===== config.mk =====
export PLATFORM = sky130hd
export DESIGN_NAME = vector_adder
export DESIGN_NICKNAME = d
export VERILOG_FILES = /design/src/logic/vector_adder_pkg.sv /design/src/logic/scalar_adder.sv /design/src/logic/vector_adder.sv /design/src/logic/vector_operand_capture.sv /design/src/logic/vector_result_stage.sv /design/src/logic/vector_sequencer.sv
export VERILOG_INCLUDE_DIRS = /design/src /design/src/logic
export SDC_FILE = /design/constraint.sdc
export NUM_CORES = 1
export LEC_CHECK = 0
export BUFFER_PORTS_ARGS = -buffer_cell sky130_fd_sc_hd__buf_2
export CAP_MARGIN = 40
export CELL_PAD_IN_SITES_DETAIL_PLACEMENT = 1
export CELL_PAD_IN_SITES_GLOBAL_PLACEMENT = 2
export CORE_ASPECT_RATIO = 0.9
export CORE_MARGIN = 5
export CORE_UTILIZATION = 42
export DETAILED_ROUTE_END_ITERATION = 8
export PLACE_DENSITY = 0.88
export SLEW_MARGIN = 40
export SYNTH_ARGS = -nofsm -noshare
export SYNTH_HDL_FRONTEND = slang
export SYNTH_SLANG_ARGS = --single-unit

===== constraint.sdc =====
create_clock -name CLK -period 12.3 [get_ports CLK]
set_input_delay 1.23 -clock CLK [delete_from_list [all_inputs] [get_ports CLK]]
set_output_delay 1.23 -clock CLK [all_outputs]
set_load 0.1 [all_outputs]

===== src/logic/vector_adder_config.svh =====
`ifndef VECTOR_ADDER_CONFIG_SVH
`define VECTOR_ADDER_CONFIG_SVH

// Width of one vector element and of DATA_OUT
`define VA_DATA_WIDTH 32

// Width of SIZE_IN and the element counters
`define VA_LEN_WIDTH 16

`endif


===== src/logic/vector_adder_pkg.sv =====
`default_nettype none

`include "vector_adder_config.svh"

package vector_adder_pkg;

  // One element pair on its way into the adder
  typedef struct packed {
    logic [`VA_DATA_WIDTH-1:0] a;
    logic [`VA_DATA_WIDTH-1:0] b;
    // Set for A minus B
    logic                      subtract;
  } operand_pair_t;

  // One finished element
  typedef struct packed {
    logic [`VA_DATA_WIDTH-1:0] sum;
  } adder_result_t;

  // Sequencer states
  typedef enum logic {
    SEQ_IDLE = 1'b0,
    SEQ_RUN  = 1'b1
  } seq_state_t;

endpackage

`default_nettype wire


===== src/logic/scalar_adder.sv =====
`timescale 1ns/1ns
`default_nettype none

`include "vector_adder_config.svh"

module scalar_adder
  import vector_adder_pkg::*;
(
  input  logic          CLK,
  input  logic          RST,
  input  operand_pair_t pair,
  input  logic          pair_valid,
  output adder_result_t result,
  output logic          result_valid
);

  // Stage 1 operands
  logic [`VA_DATA_WIDTH-1:0] s1_a;
  // B, inverted for subtraction
  logic [`VA_DATA_WIDTH-1:0] s1_b;
  // Carry in completing the two's complement of B
  logic                      s1_carry;
  logic                      s1_valid;

  //////////////////////////////////////////////////////////////////////
  // Valid pipeline
  //////////////////////////////////////////////////////////////////////

  always_ff @(posedge CLK or posedge RST) begin
    if (RST) begin
      s1_valid     <= 1'b0;
      result_valid <= 1'b0;
    end else begin
      s1_valid     <= pair_valid;
      result_valid <= s1_valid;
    end
  end

  //////////////////////////////////////////////////////////////////////
  // Data pipeline
  //////////////////////////////////////////////////////////////////////

  always_ff @(posedge CLK) begin
    // Stage 1
    if (pair_valid) begin
      s1_a     <= pair.a;
      s1_b     <= pair.subtract ? ~pair.b : pair.b;
      s1_carry <= pair.subtract;
    end
    // Stage 2 with the sum wrapping at the data width
    if (s1_valid) begin
      result.sum <= s1_a + s1_b + {{(`VA_DATA_WIDTH-1){1'b0}}, s1_carry};
    end
  end

  // Fixed two cycle latency without stalls
  a_latency : assert property (@(posedge CLK) disable iff (RST)
    pair_valid |-> ##2 result_valid)
    else $error("result_valid missing two cycles after pair_valid");

  a_no_spurious : assert property (@(posedge CLK) disable iff (RST)
    result_valid |-> $past(pair_valid, 2))
    else $error("result_valid without matching pair_valid");

endmodule

`default_nettype wire


===== src/logic/vector_adder.sv =====
`timescale 1ns/1ns
`default_nettype none

`include "vector_adder_config.svh"

module vector_adder
  import vector_adder_pkg::*;
(
  input  logic                      CLK,
  input  logic                      RST,
  input  logic                      START,
  input  logic                      OPERATION,
  input  logic                      DATA_A_IN_ENABLE,
  input  logic [`VA_DATA_WIDTH-1:0] DATA_A_IN,
  input  logic                      DATA_B_IN_ENABLE,
  input  logic [`VA_DATA_WIDTH-1:0] DATA_B_IN,
  input  logic [`VA_LEN_WIDTH-1:0]  SIZE_IN,
  output logic [`VA_DATA_WIDTH-1:0] DATA_OUT,
  output logic                      DATA_OUT_ENABLE,
  output logic                      READY
);

  // Control between blocks
  logic armed;
  logic pair_valid;
  logic result_valid;
  logic last_result;

  // Payload between blocks
  operand_pair_t pair;
  adder_result_t result;

  //////////////////////////////////////////////////////////////////////
  // Input side
  //////////////////////////////////////////////////////////////////////

  vector_operand_capture u_capture (
    .CLK              (CLK),
    .RST              (RST),
    .armed            (armed),
    .DATA_A_IN_ENABLE (DATA_A_IN_ENABLE),
    .DATA_B_IN_ENABLE (DATA_B_IN_ENABLE),
    .DATA_A_IN        (DATA_A_IN),
    .DATA_B_IN        (DATA_B_IN),
    .OPERATION        (OPERATION),
    .pair             (pair),
    .pair_valid       (pair_valid)
  );

  //////////////////////////////////////////////////////////////////////
  // Processing
  //////////////////////////////////////////////////////////////////////

  vector_sequencer u_sequencer (
    .CLK          (CLK),
    .RST          (RST),
    .START        (START),
    .SIZE_IN      (SIZE_IN),
    .pair_valid   (pair_valid),
    .result_valid (result_valid),
    .armed        (armed),
    .last_result  (last_result)
  );

  // Two stage add/subtract
  scalar_adder u_adder (
    .CLK          (CLK),
    .RST          (RST),
    .pair         (pair),
    .pair_valid   (pair_valid),
    .result       (result),
    .result_valid (result_valid)
  );

  //////////////////////////////////////////////////////////////////////
  // Output side
  //////////////////////////////////////////////////////////////////////

  vector_result_stage u_result (
    .CLK             (CLK),
    .RST             (RST),
    .result          (result),
    .result_valid    (result_valid),
    .last_result     (last_result),
    .DATA_OUT        (DATA_OUT),
    .DATA_OUT_ENABLE (DATA_OUT_ENABLE),
    .READY           (READY)
  );

endmodule

`default_nettype wire


===== src/logic/vector_operand_capture.sv =====
`timescale 1ns/1ns
`default_nettype none

`include "vector_adder_config.svh"

module vector_operand_capture
  import vector_adder_pkg::*;
(
  input  logic                      CLK,
  input  logic                      RST,
  input  logic                      armed,
  input  logic                      DATA_A_IN_ENABLE,
  input  logic                      DATA_B_IN_ENABLE,
  input  logic [`VA_DATA_WIDTH-1:0] DATA_A_IN,
  input  logic [`VA_DATA_WIDTH-1:0] DATA_B_IN,
  input  logic                      OPERATION,
  output operand_pair_t             pair,
  output logic                      pair_valid
);

  // Held operand values
  logic [`VA_DATA_WIDTH-1:0] a_q;
  logic [`VA_DATA_WIDTH-1:0] b_q;

  // Held flags, one per operand
  logic held_a;
  logic held_b;

  // Operand present from either a strobe or an earlier capture
  logic have_a;
  logic have_b;
  logic release_pair;

  assign have_a       = held_a | DATA_A_IN_ENABLE;
  assign have_b       = held_b | DATA_B_IN_ENABLE;
  // Strobes only count while a vector is armed
  assign release_pair = armed & have_a & have_b;

  //////////////////////////////////////////////////////////////////////
  // Operand holding registers
  //////////////////////////////////////////////////////////////////////

  // Any armed strobe lands here while the pair reads the previous value
  always_ff @(posedge CLK) begin
    if (armed && DATA_A_IN_ENABLE) begin
      a_q <= DATA_A_IN;
    end
    if (armed && DATA_B_IN_ENABLE) begin
      b_q <= DATA_B_IN;
    end
  end

  // Held flags and release strobe
  always_ff @(posedge CLK or posedge RST) begin
    if (RST) begin
      held_a     <= 1'b0;
      held_b     <= 1'b0;
      pair_valid <= 1'b0;
    end else begin
      pair_valid <= release_pair;
      if (!armed) begin
        // Nothing carries over between vectors
        held_a <= 1'b0;
        held_b <= 1'b0;
      end else if (release_pair) begin
        // A strobe on an already held operand waits for the next pair
        held_a <= held_a & DATA_A_IN_ENABLE;
        held_b <= held_b & DATA_B_IN_ENABLE;
      end else begin
        held_a <= have_a;
        held_b <= have_b;
      end
    end
  end

  // Released pair with the OPERATION level of that edge
  always_ff @(posedge CLK) begin
    if (release_pair) begin
      pair.a        <= held_a ? a_q : DATA_A_IN;
      pair.b        <= held_b ? b_q : DATA_B_IN;
      pair.subtract <= OPERATION;
    end
  end

  // Held A may only be strobed again on a release edge
  a_no_overwrite_a : assert property (@(posedge CLK) disable iff (RST)
    (armed && held_a && DATA_A_IN_ENABLE) |-> release_pair)
    else $error("operand A overwritten before release");

  a_no_overwrite_b : assert property (@(posedge CLK) disable iff (RST)
    (armed && held_b && DATA_B_IN_ENABLE) |-> release_pair)
    else $error("operand B overwritten before release");

endmodule

`default_nettype wire


===== src/logic/vector_result_stage.sv =====
`timescale 1ns/1ns
`default_nettype none

`include "vector_adder_config.svh"

module vector_result_stage
  import vector_adder_pkg::*;
(
  input  logic                      CLK,
  input  logic                      RST,
  input  adder_result_t             result,
  input  logic                      result_valid,
  input  logic                      last_result,
  output logic [`VA_DATA_WIDTH-1:0] DATA_OUT,
  output logic                      DATA_OUT_ENABLE,
  output logic                      READY
);

  //////////////////////////////////////////////////////////////////////
  // Output registers
  //////////////////////////////////////////////////////////////////////

  always_ff @(posedge CLK or posedge RST) begin
    if (RST) begin
      DATA_OUT        <= '0;
      DATA_OUT_ENABLE <= 1'b0;
      READY           <= 1'b0;
    end else begin
      // One cycle strobes
      DATA_OUT_ENABLE <= result_valid;
      READY           <= last_result;
      // Sum held between elements
      if (result_valid) begin
        DATA_OUT <= result.sum;
      end
    end
  end

  // READY only together with the final DATA_OUT_ENABLE
  a_ready_with_data : assert property (@(posedge CLK) disable iff (RST)
    READY |-> DATA_OUT_ENABLE)
    else $error("READY without DATA_OUT_ENABLE");

endmodule

`default_nettype wire


===== src/logic/vector_sequencer.sv =====
`timescale 1ns/1ns
`default_nettype none

`include "vector_adder_config.svh"

module vector_sequencer
  import vector_adder_pkg::*;
(
  input  logic                     CLK,
  input  logic                     RST,
  input  logic                     START,
  input  logic [`VA_LEN_WIDTH-1:0] SIZE_IN,
  input  logic                     pair_valid,
  input  logic                     result_valid,
  output logic                     armed,
  output logic                     last_result
);

  localparam logic [`VA_LEN_WIDTH-1:0] LEN_ONE = `VA_LEN_WIDTH'(1);

  seq_state_t state;

  // Latched vector length
  logic [`VA_LEN_WIDTH-1:0] length_q;

  // Pairs sent into the adder
  logic [`VA_LEN_WIDTH-1:0] issued_q;
  // Results seen from the adder
  logic [`VA_LEN_WIDTH-1:0] completed_q;

  // Issued count including a release still on pair_valid
  logic [`VA_LEN_WIDTH-1:0] issued_next;
  logic                     running;

  assign running     = (state == SEQ_RUN);
  assign issued_next = issued_q + (pair_valid ? LEN_ONE : '0);

  // Capture closes as soon as the final pair is released
  assign armed       = running && (issued_next < length_q);

  // Final element leaving the adder
  assign last_result = running && result_valid && (completed_q == length_q - LEN_ONE);

  //////////////////////////////////////////////////////////////////////
  // IDLE / RUN state machine
  //////////////////////////////////////////////////////////////////////

  always_ff @(posedge CLK or posedge RST) begin
    if (RST) begin
      state       <= SEQ_IDLE;
      length_q    <= '0;
      issued_q    <= '0;
      completed_q <= '0;
    end else begin
      case (state)
        SEQ_IDLE: begin
          // Zero length START is dropped
          if (START && (SIZE_IN != '0)) begin
            length_q    <= SIZE_IN;
            issued_q    <= '0;
            completed_q <= '0;
            state       <= SEQ_RUN;
          end
        end
        SEQ_RUN: begin
          // START ignored here
          issued_q <= issued_next;
          if (result_valid) begin
            completed_q <= completed_q + LEN_ONE;
          end
          if (last_result) begin
            state <= SEQ_IDLE;
          end
        end
        default: begin
          state <= SEQ_IDLE;
        end
      endcase
    end
  end

  // A pair is only released on an edge where capture was armed
  a_pair_when_armed : assert property (@(posedge CLK) disable iff (RST)
    pair_valid |-> $past(armed))
    else $error("pair released while capture not armed");

  // Results only arrive for an active vector
  a_result_in_run : assert property (@(posedge CLK) disable iff (RST)
    result_valid |-> running)
    else $error("result seen while sequencer idle");

endmodule

`default_nettype wire


After elaboration in Yosys (flattened, before gate mapping)
Cells that the tools add are included.
{"block": "word_totals", "out_inout_bits": 34, "memories": 0, "in_bits": 86, "elab_cells": 62, "reg_bits": 314, "ram_bits": 0, "latch_bits": 0, "rom_bits": 0}
{"block": "op_classes", "n_eq_ne": 3, "add_sub_neg": 5, "div": 0, "multipliers": 0, "reduce_logical": 9, "bitwise": 8, "order_cmp": 1, "shift": 0, "n_mux": 15}
{"operator": "$mux W32", "count": 3}
{"operator": "$pmux W16 S2", "count": 2}
{"operator": "$add A32 B1 Y32", "count": 1}
{"operator": "$add A32 B32 Y32", "count": 1}
{"operator": "$mux W16", "count": 2}
{"operator": "$not A32 Y32", "count": 1}
{"operator": "$add A16 B1 Y16 const B", "count": 1}
{"operator": "$add A16 B16 Y16", "count": 1}
{"operator": "$eq A16 B16 Y1", "count": 1}
{"operator": "$lt A16 B16 Y1", "count": 1}
{"operator": "$reduce_bool A16 Y1", "count": 1}
{"operator": "$sub A16 B1 Y16 const B", "count": 1}
{"operator": "$mux W1", "count": 7}
{"operator": "$logic_and A1 B1 Y1", "count": 6}
{"operator": "$and A1 B1 Y1", "count": 4}
{"operator": "$ne A2 B1 Y1 const B", "count": 2}
{"operator": "$reduce_and A2 Y1", "count": 2}
{"operator": "$or A1 B1 Y1", "count": 2}
{"operator": "$pmux W1 S2", "count": 1}
{"operator": "$not A1 Y1", "count": 1}

Depth between registers and ports, before layout
{"block": "logic_depth", "ltp_word": 8, "mapped_depth": 13, "ltp_nobuf": 13}

Cells and area by module
From an unflattened synthesis, not the netlist that was laid out.
{"block": "unflattened", "cells_unflattened": 1097, "area_unflattened_um2": 15039.4}
{"mod": "vector_operand_capture", "seq_area_each_um2": 3948.8, "area_each_um2": 5089.9, "cells_each": 216, "n_inst": 1}
{"mod": "scalar_adder", "seq_area_each_um2": 2962.8, "area_each_um2": 5081.1, "cells_each": 399, "n_inst": 1}
{"mod": "vector_sequencer", "seq_area_each_um2": 1226.2, "area_each_um2": 3469.6, "cells_each": 411, "n_inst": 1}
{"mod": "vector_result_stage", "seq_area_each_um2": 850.8, "area_each_um2": 1398.8, "cells_each": 71, "n_inst": 1}

Worst setup path after synthesis
No wires, ideal clock.
{"block": "synth_path", "kind": "register to register", "start": "register u_capture.pair_valid", "end": "register u_capture.pair_valid", "t_required_ns": 11.544, "path_slack_ns": 1.160, "setup_ns": 0.756, "synth_period_minus_slack_ns": 11.140, "arrival_time_ns": 10.384, "stages_incl_launch_ff": 13, "path_buffers": 0, "path_cell_list": "dfrtp_1 > ha_1 > nand2_1 > nor3_1 > xor2_1 > ha_1 > a21o_1 > a21o_1 > a21o_1 > a211oi_1 > o21bai_1 > a211o_1 > nor4_1"}
{"block": "synth_via", "elab_chain_cells": 6}
{"item": "start, declared", "line": "vector_operand_capture.sv:18", "text": "output logic pair_valid"}
{"item": "start signal, assigned", "line": "vector_operand_capture.sv:60", "text": "pair_valid <= release_pair;"}
{"item": "$mux W1", "line": "vector_sequencer.sv:36", "text": "assign issued_next = issued_q + (pair_valid ? LEN_ONE : '0);"}
{"item": "$add A16 B16 Y16", "line": "vector_sequencer.sv:36"}
{"item": "$lt A16 B16 Y1", "line": "vector_sequencer.sv:39", "text": "assign armed = running && (issued_next < length_q);"}
{"item": "$logic_and A1 B1 Y1", "line": "vector_sequencer.sv:39"}
{"item": "$and A1 B1 Y1 (2 in series)", "line": "vector_operand_capture.sv:37", "text": "assign release_pair = armed & have_a & have_b;"}
{"item": "via u_capture.release_pair", "line": "vector_operand_capture.sv:32", "text": "logic release_pair;"}
The timed path passes the listed nets, and every way through them passes these cells.
A chain may end at the register's enable or synchronous reset.

Final worst setup path
{"block": "layout_path", "start": "register u_capture.pair_valid", "end": "register, netlist name u_capture.pair[45]"}
{"block": "layout_via", "elab_chain_cells": 6}
{"item": "$mux W1", "line": "vector_sequencer.sv:36"}
{"item": "$add A16 B16 Y16", "line": "vector_sequencer.sv:36"}
{"item": "$lt A16 B16 Y1", "line": "vector_sequencer.sv:39"}
{"item": "$logic_and A1 B1 Y1", "line": "vector_sequencer.sv:39"}
{"item": "$and A1 B1 Y1 (2 in series)", "line": "vector_operand_capture.sv:37"}
{"item": "via u_capture.release_pair", "line": "vector_operand_capture.sv:32"}
The timed path passes the listed nets, and every way through them passes these cells.

==> results.ini <==
[outcome]
status=complete, no violations

[pwr]
p_clk_share_pct=26.2
power.density_nw_per_um2=232.7
power_frac_comb_pct=32.4
p_int_uw=2358
ir_drop_uv=130.0
power.switching_uw=1413
leakage_uw=0.006376
power_frac_seq_pct=41.4
switching_share_pct=37.48

[critical_path]
cp_cell_sequence=buf_6 -> ha_1 -> nand2_1 -> nor3_1 -> xor2_1 -> ha_1 -> a21o_1 -> a21o_1 -> a21o_1 -> a211oi_1 -> o21bai_1 -> a211o_1 -> nor4_2 -> buf_6
crit_fanout=67
path_common_cell=a21o_1
arrival_ns=5.02
required_ns=12.46
crit_path_end_kind=flip-flop
r2r_end=u_capture.pair[45]$_DFFE_PN_
slowest_delay_ns=0.59
worst_r2r_path_depth=14
r2r_start=u_capture.pair_valid$_DFF_PP0_
criticalPathCategory=reg2reg
critPathSlowestCell=nor3_1
r2r_slack_ns=7.44
crit_path_start_kind=flip-flop

[grt]
grt_start_max_net_pins=76
gr-usage-all-layers_pct=17.14
grt_pass1_vias=9052
grt_use_met3_pct=2.740
antenna_found_initial=0
grt.busiest_layer=met2
gr-usage-met2_pct=26.25
grt_pass1_wl_um=50870
use_met1_pct=25.55
grt-ovfl-total=0

[die]
core_um2=32870
io-pin-count=120
dieArea_um2=37030
die_h_um=183.1
row_count=63
die_w_um=202.3
start_util_pct=42.51

[detailed_routing]
drt_iter0_drc=371
wl_um=31370
drt_pass1_iterations=5
vias=8463
wl_per_cell_um=19.74
route.detailed.drc=0
antenna_left=0
viasPerCell=5.326

[cts]
cts_root_buffer=clkbuf_16
clk_pin_slew_ns=0.06
cts_setup_buffers=0
clock_latency_ns=0.53
htree_levels=2
tritoncts=yes
cts_max_path_buffers=3
numCtsBuffers=35
holdBufCountCts=0
cts_resized=0
cts_sinks=314

[timing]
finalSetupViolCount=0
period_needed_ns=4.859
max_clock_freq_ghz=0.2058
worst_pin_slew_ns=0.8002
setup-tns-final_ns=0
clock_skew_ns=0.01631
hold_violations=0
period_share_pct=39.50
drv_slew=0
rsz0062_at_grt=no
relSlewSlack_pct=46.65

[yosys]
seq_area_frac_synth_pct=64.32
synthArstFlopShare_pct=28.03
synth.net_count=1142
synth_cell_types=57
synth.cell_area_um2=13970
synth_edf_count=226
synth_seq_cells=314
synth_flop_cell=edfxtp_1
avgSynthCellArea_um2=13.91
synth_cells=1005
yosysWarnings=0

[worst_hold_path]
min_from=u_capture.pair[57]$_DFFE_PN_
hold_end=u_adder.s1_a[24]$_DFFE_PP_
min_path_type=reg2reg
holdPathStages=0

[placed_design]
gp_congestion=0.8155
port_buffers=119
place_area_um2=15080
dp.final_hpwl_um=22660

[job]
cap_violations=0

[finish]
diodes=0
n_fill_cell=3290
area_growth_pct=15.95
fin_area_um2=16200
fin_nets=1278
multi_input_area_um2=4755
seq_area_um2=8990
drive_above_1_share_pct=24.76

==> synthesized netlist by cell type, types with 13 or more instances <==
master | number | area, um2
a21o_1 | 13 | 97.59
clkbuf_1 | 27 | 101.4
nand3_1 | 28 | 140.1
o21ai_0 | 55 | 275.3
nand2_1 | 62 | 232.7
a21oi_1 | 44 | 220.2
mux2_2 | 97 | 1092
a22o_1 | 16 | 140.1
ha_1 | 49 | 613.1
nand4_1 | 20 | 125.1
xnor2_1 | 39 | 341.6
dfrtp_1 | 88 | 2202
nor2_1 | 27 | 101.4
edfxtp_1 | 226 | 6787
xor2_1 | 57 | 499.2
inv_1 | 31 | 116.4
==> per-layer routing <==
layer,vias up,part of all wire [%]
met5,-,0
met4,0,2.3
met3,47,3.7
met2,173,45
met1,4195,49
li1,4048,-
==> power groups by stage <==
stage	logic, uW	registers [uW]	clock network (uW)
2_1_floorplan	538	1950	0
3_3_place_gp	1190	1570	0
3_5_place_dp	1220	1590	0
4_1_cts	1230	1570	1020
5_1_grt	1320	1590	1070
6_report	1220	1560	987
==> worst max-delay path: cells and delay by family, from the launching register on <==
family	cells	cell delay (ns)
AOI/OAI and AO/OA	6	1.26
and+or+nand+nor	3	0.98
buffers and inverters	2	0.97
adders and majority gates	2	0.65
DFF	1	0.36
xor gates and xnor gates	1	0.18
==> sequential cells by signal (all words and copies together), names as in the netlist, 16 cells and up <==
name / count
u_adder.s1_a: 32
u_adder.result: 32
u_capture.a_q: 32
u_sequencer.completed_q: 16
u_sequencer.issued_q: 16
u_sequencer.length_q: 16
u_capture.pair: 65
u_result.DATA_OUT: 32
u_capture.b_q: 32
u_adder.s1_b: 32
==> worst max path at each step <==
stage / endpoint / slack, ns / start / depth (start not counted)
after detailed placement: u_capture.pair[4]$_DFFE_PN_ / 7.06 / u_capture.pair_valid$_DFF_PP0_ / 14
after global routing: u_capture.pair[10]$_DFFE_PN_ / 7.15 / u_capture.pair_valid$_DFF_PP0_ / 14
after floorplan: u_capture.pair_valid$_DFF_PP0_ / 1.16 / u_capture.pair_valid$_DFF_PP0_ / 12
after global placement: u_capture.pair[34]$_DFFE_PN_ / 7.23 / u_capture.pair_valid$_DFF_PP0_ / 14
after CTS: u_capture.pair[16]$_DFFE_PN_ / 7.03 / u_capture.pair_valid$_DFF_PP0_ / 14
final: u_capture.pair[45]$_DFFE_PN_ / 7.44 / u_capture.pair_valid$_DFF_PP0_ / 14
==> per-stage QoR <==
stage | total power, uW | setup WS (ns) | hold slack [ns] | util, % | instances
after floorplan | 2493 | 1.160 | 0.3519 | - | 1005
after detailed placement | 2806 | 7.061 | 0.4061 | 45.88 | 1525
after CTS | 3811 | 7.034 | 0.4200 | 49.19 | 1588
after global placement | 2759 | 7.235 | 0.4040 | 45.86 | 1525
final | 3771 | 7.441 | 0.4178 | 49.29 | 1589
after global routing | 3971 | 7.148 | 0.4310 | 49.29 | 1589
==> cells in the final DEF (no fill, tap or decap), types with 13 or more instances in the layout <==
cell / count
dfrtp_1: 87
nand3_1: 28
clkbuf_16: 35
nor2_1: 27
ha_1: 49
a22o_1: 16
o21ai_0: 55
mux2_2: 97
edfxtp_1: 226
buf_2: 119
xnor2_1: 39
inv_1: 30
nand4_1: 20
nand2_1: 62
a21oi_1: 44
xor2_1: 57
a21o_1: 13
==> kinds of logic after synthesis <==
logic type,synth area share [%]
flops,64.32
simple gates,6.930
compound gates,8.183
mux,8.103
xor+xnor,6.017
buf+inv,1.773
fa+ha+maj,4.674
==> cell type report <==
type                            instances  share of cell area (%)
Clock buffer                           48                   6.015
Clock inverter                         15                  0.7027
Inverter                               31                  0.7259
Multi-Input combinational cell        627                   29.34
Sequential cell                       314                   55.48
Tap cell                              422                   3.259
Timing Repair Buffer                  132                   4.471
Power figures use the tool's default switching activity.
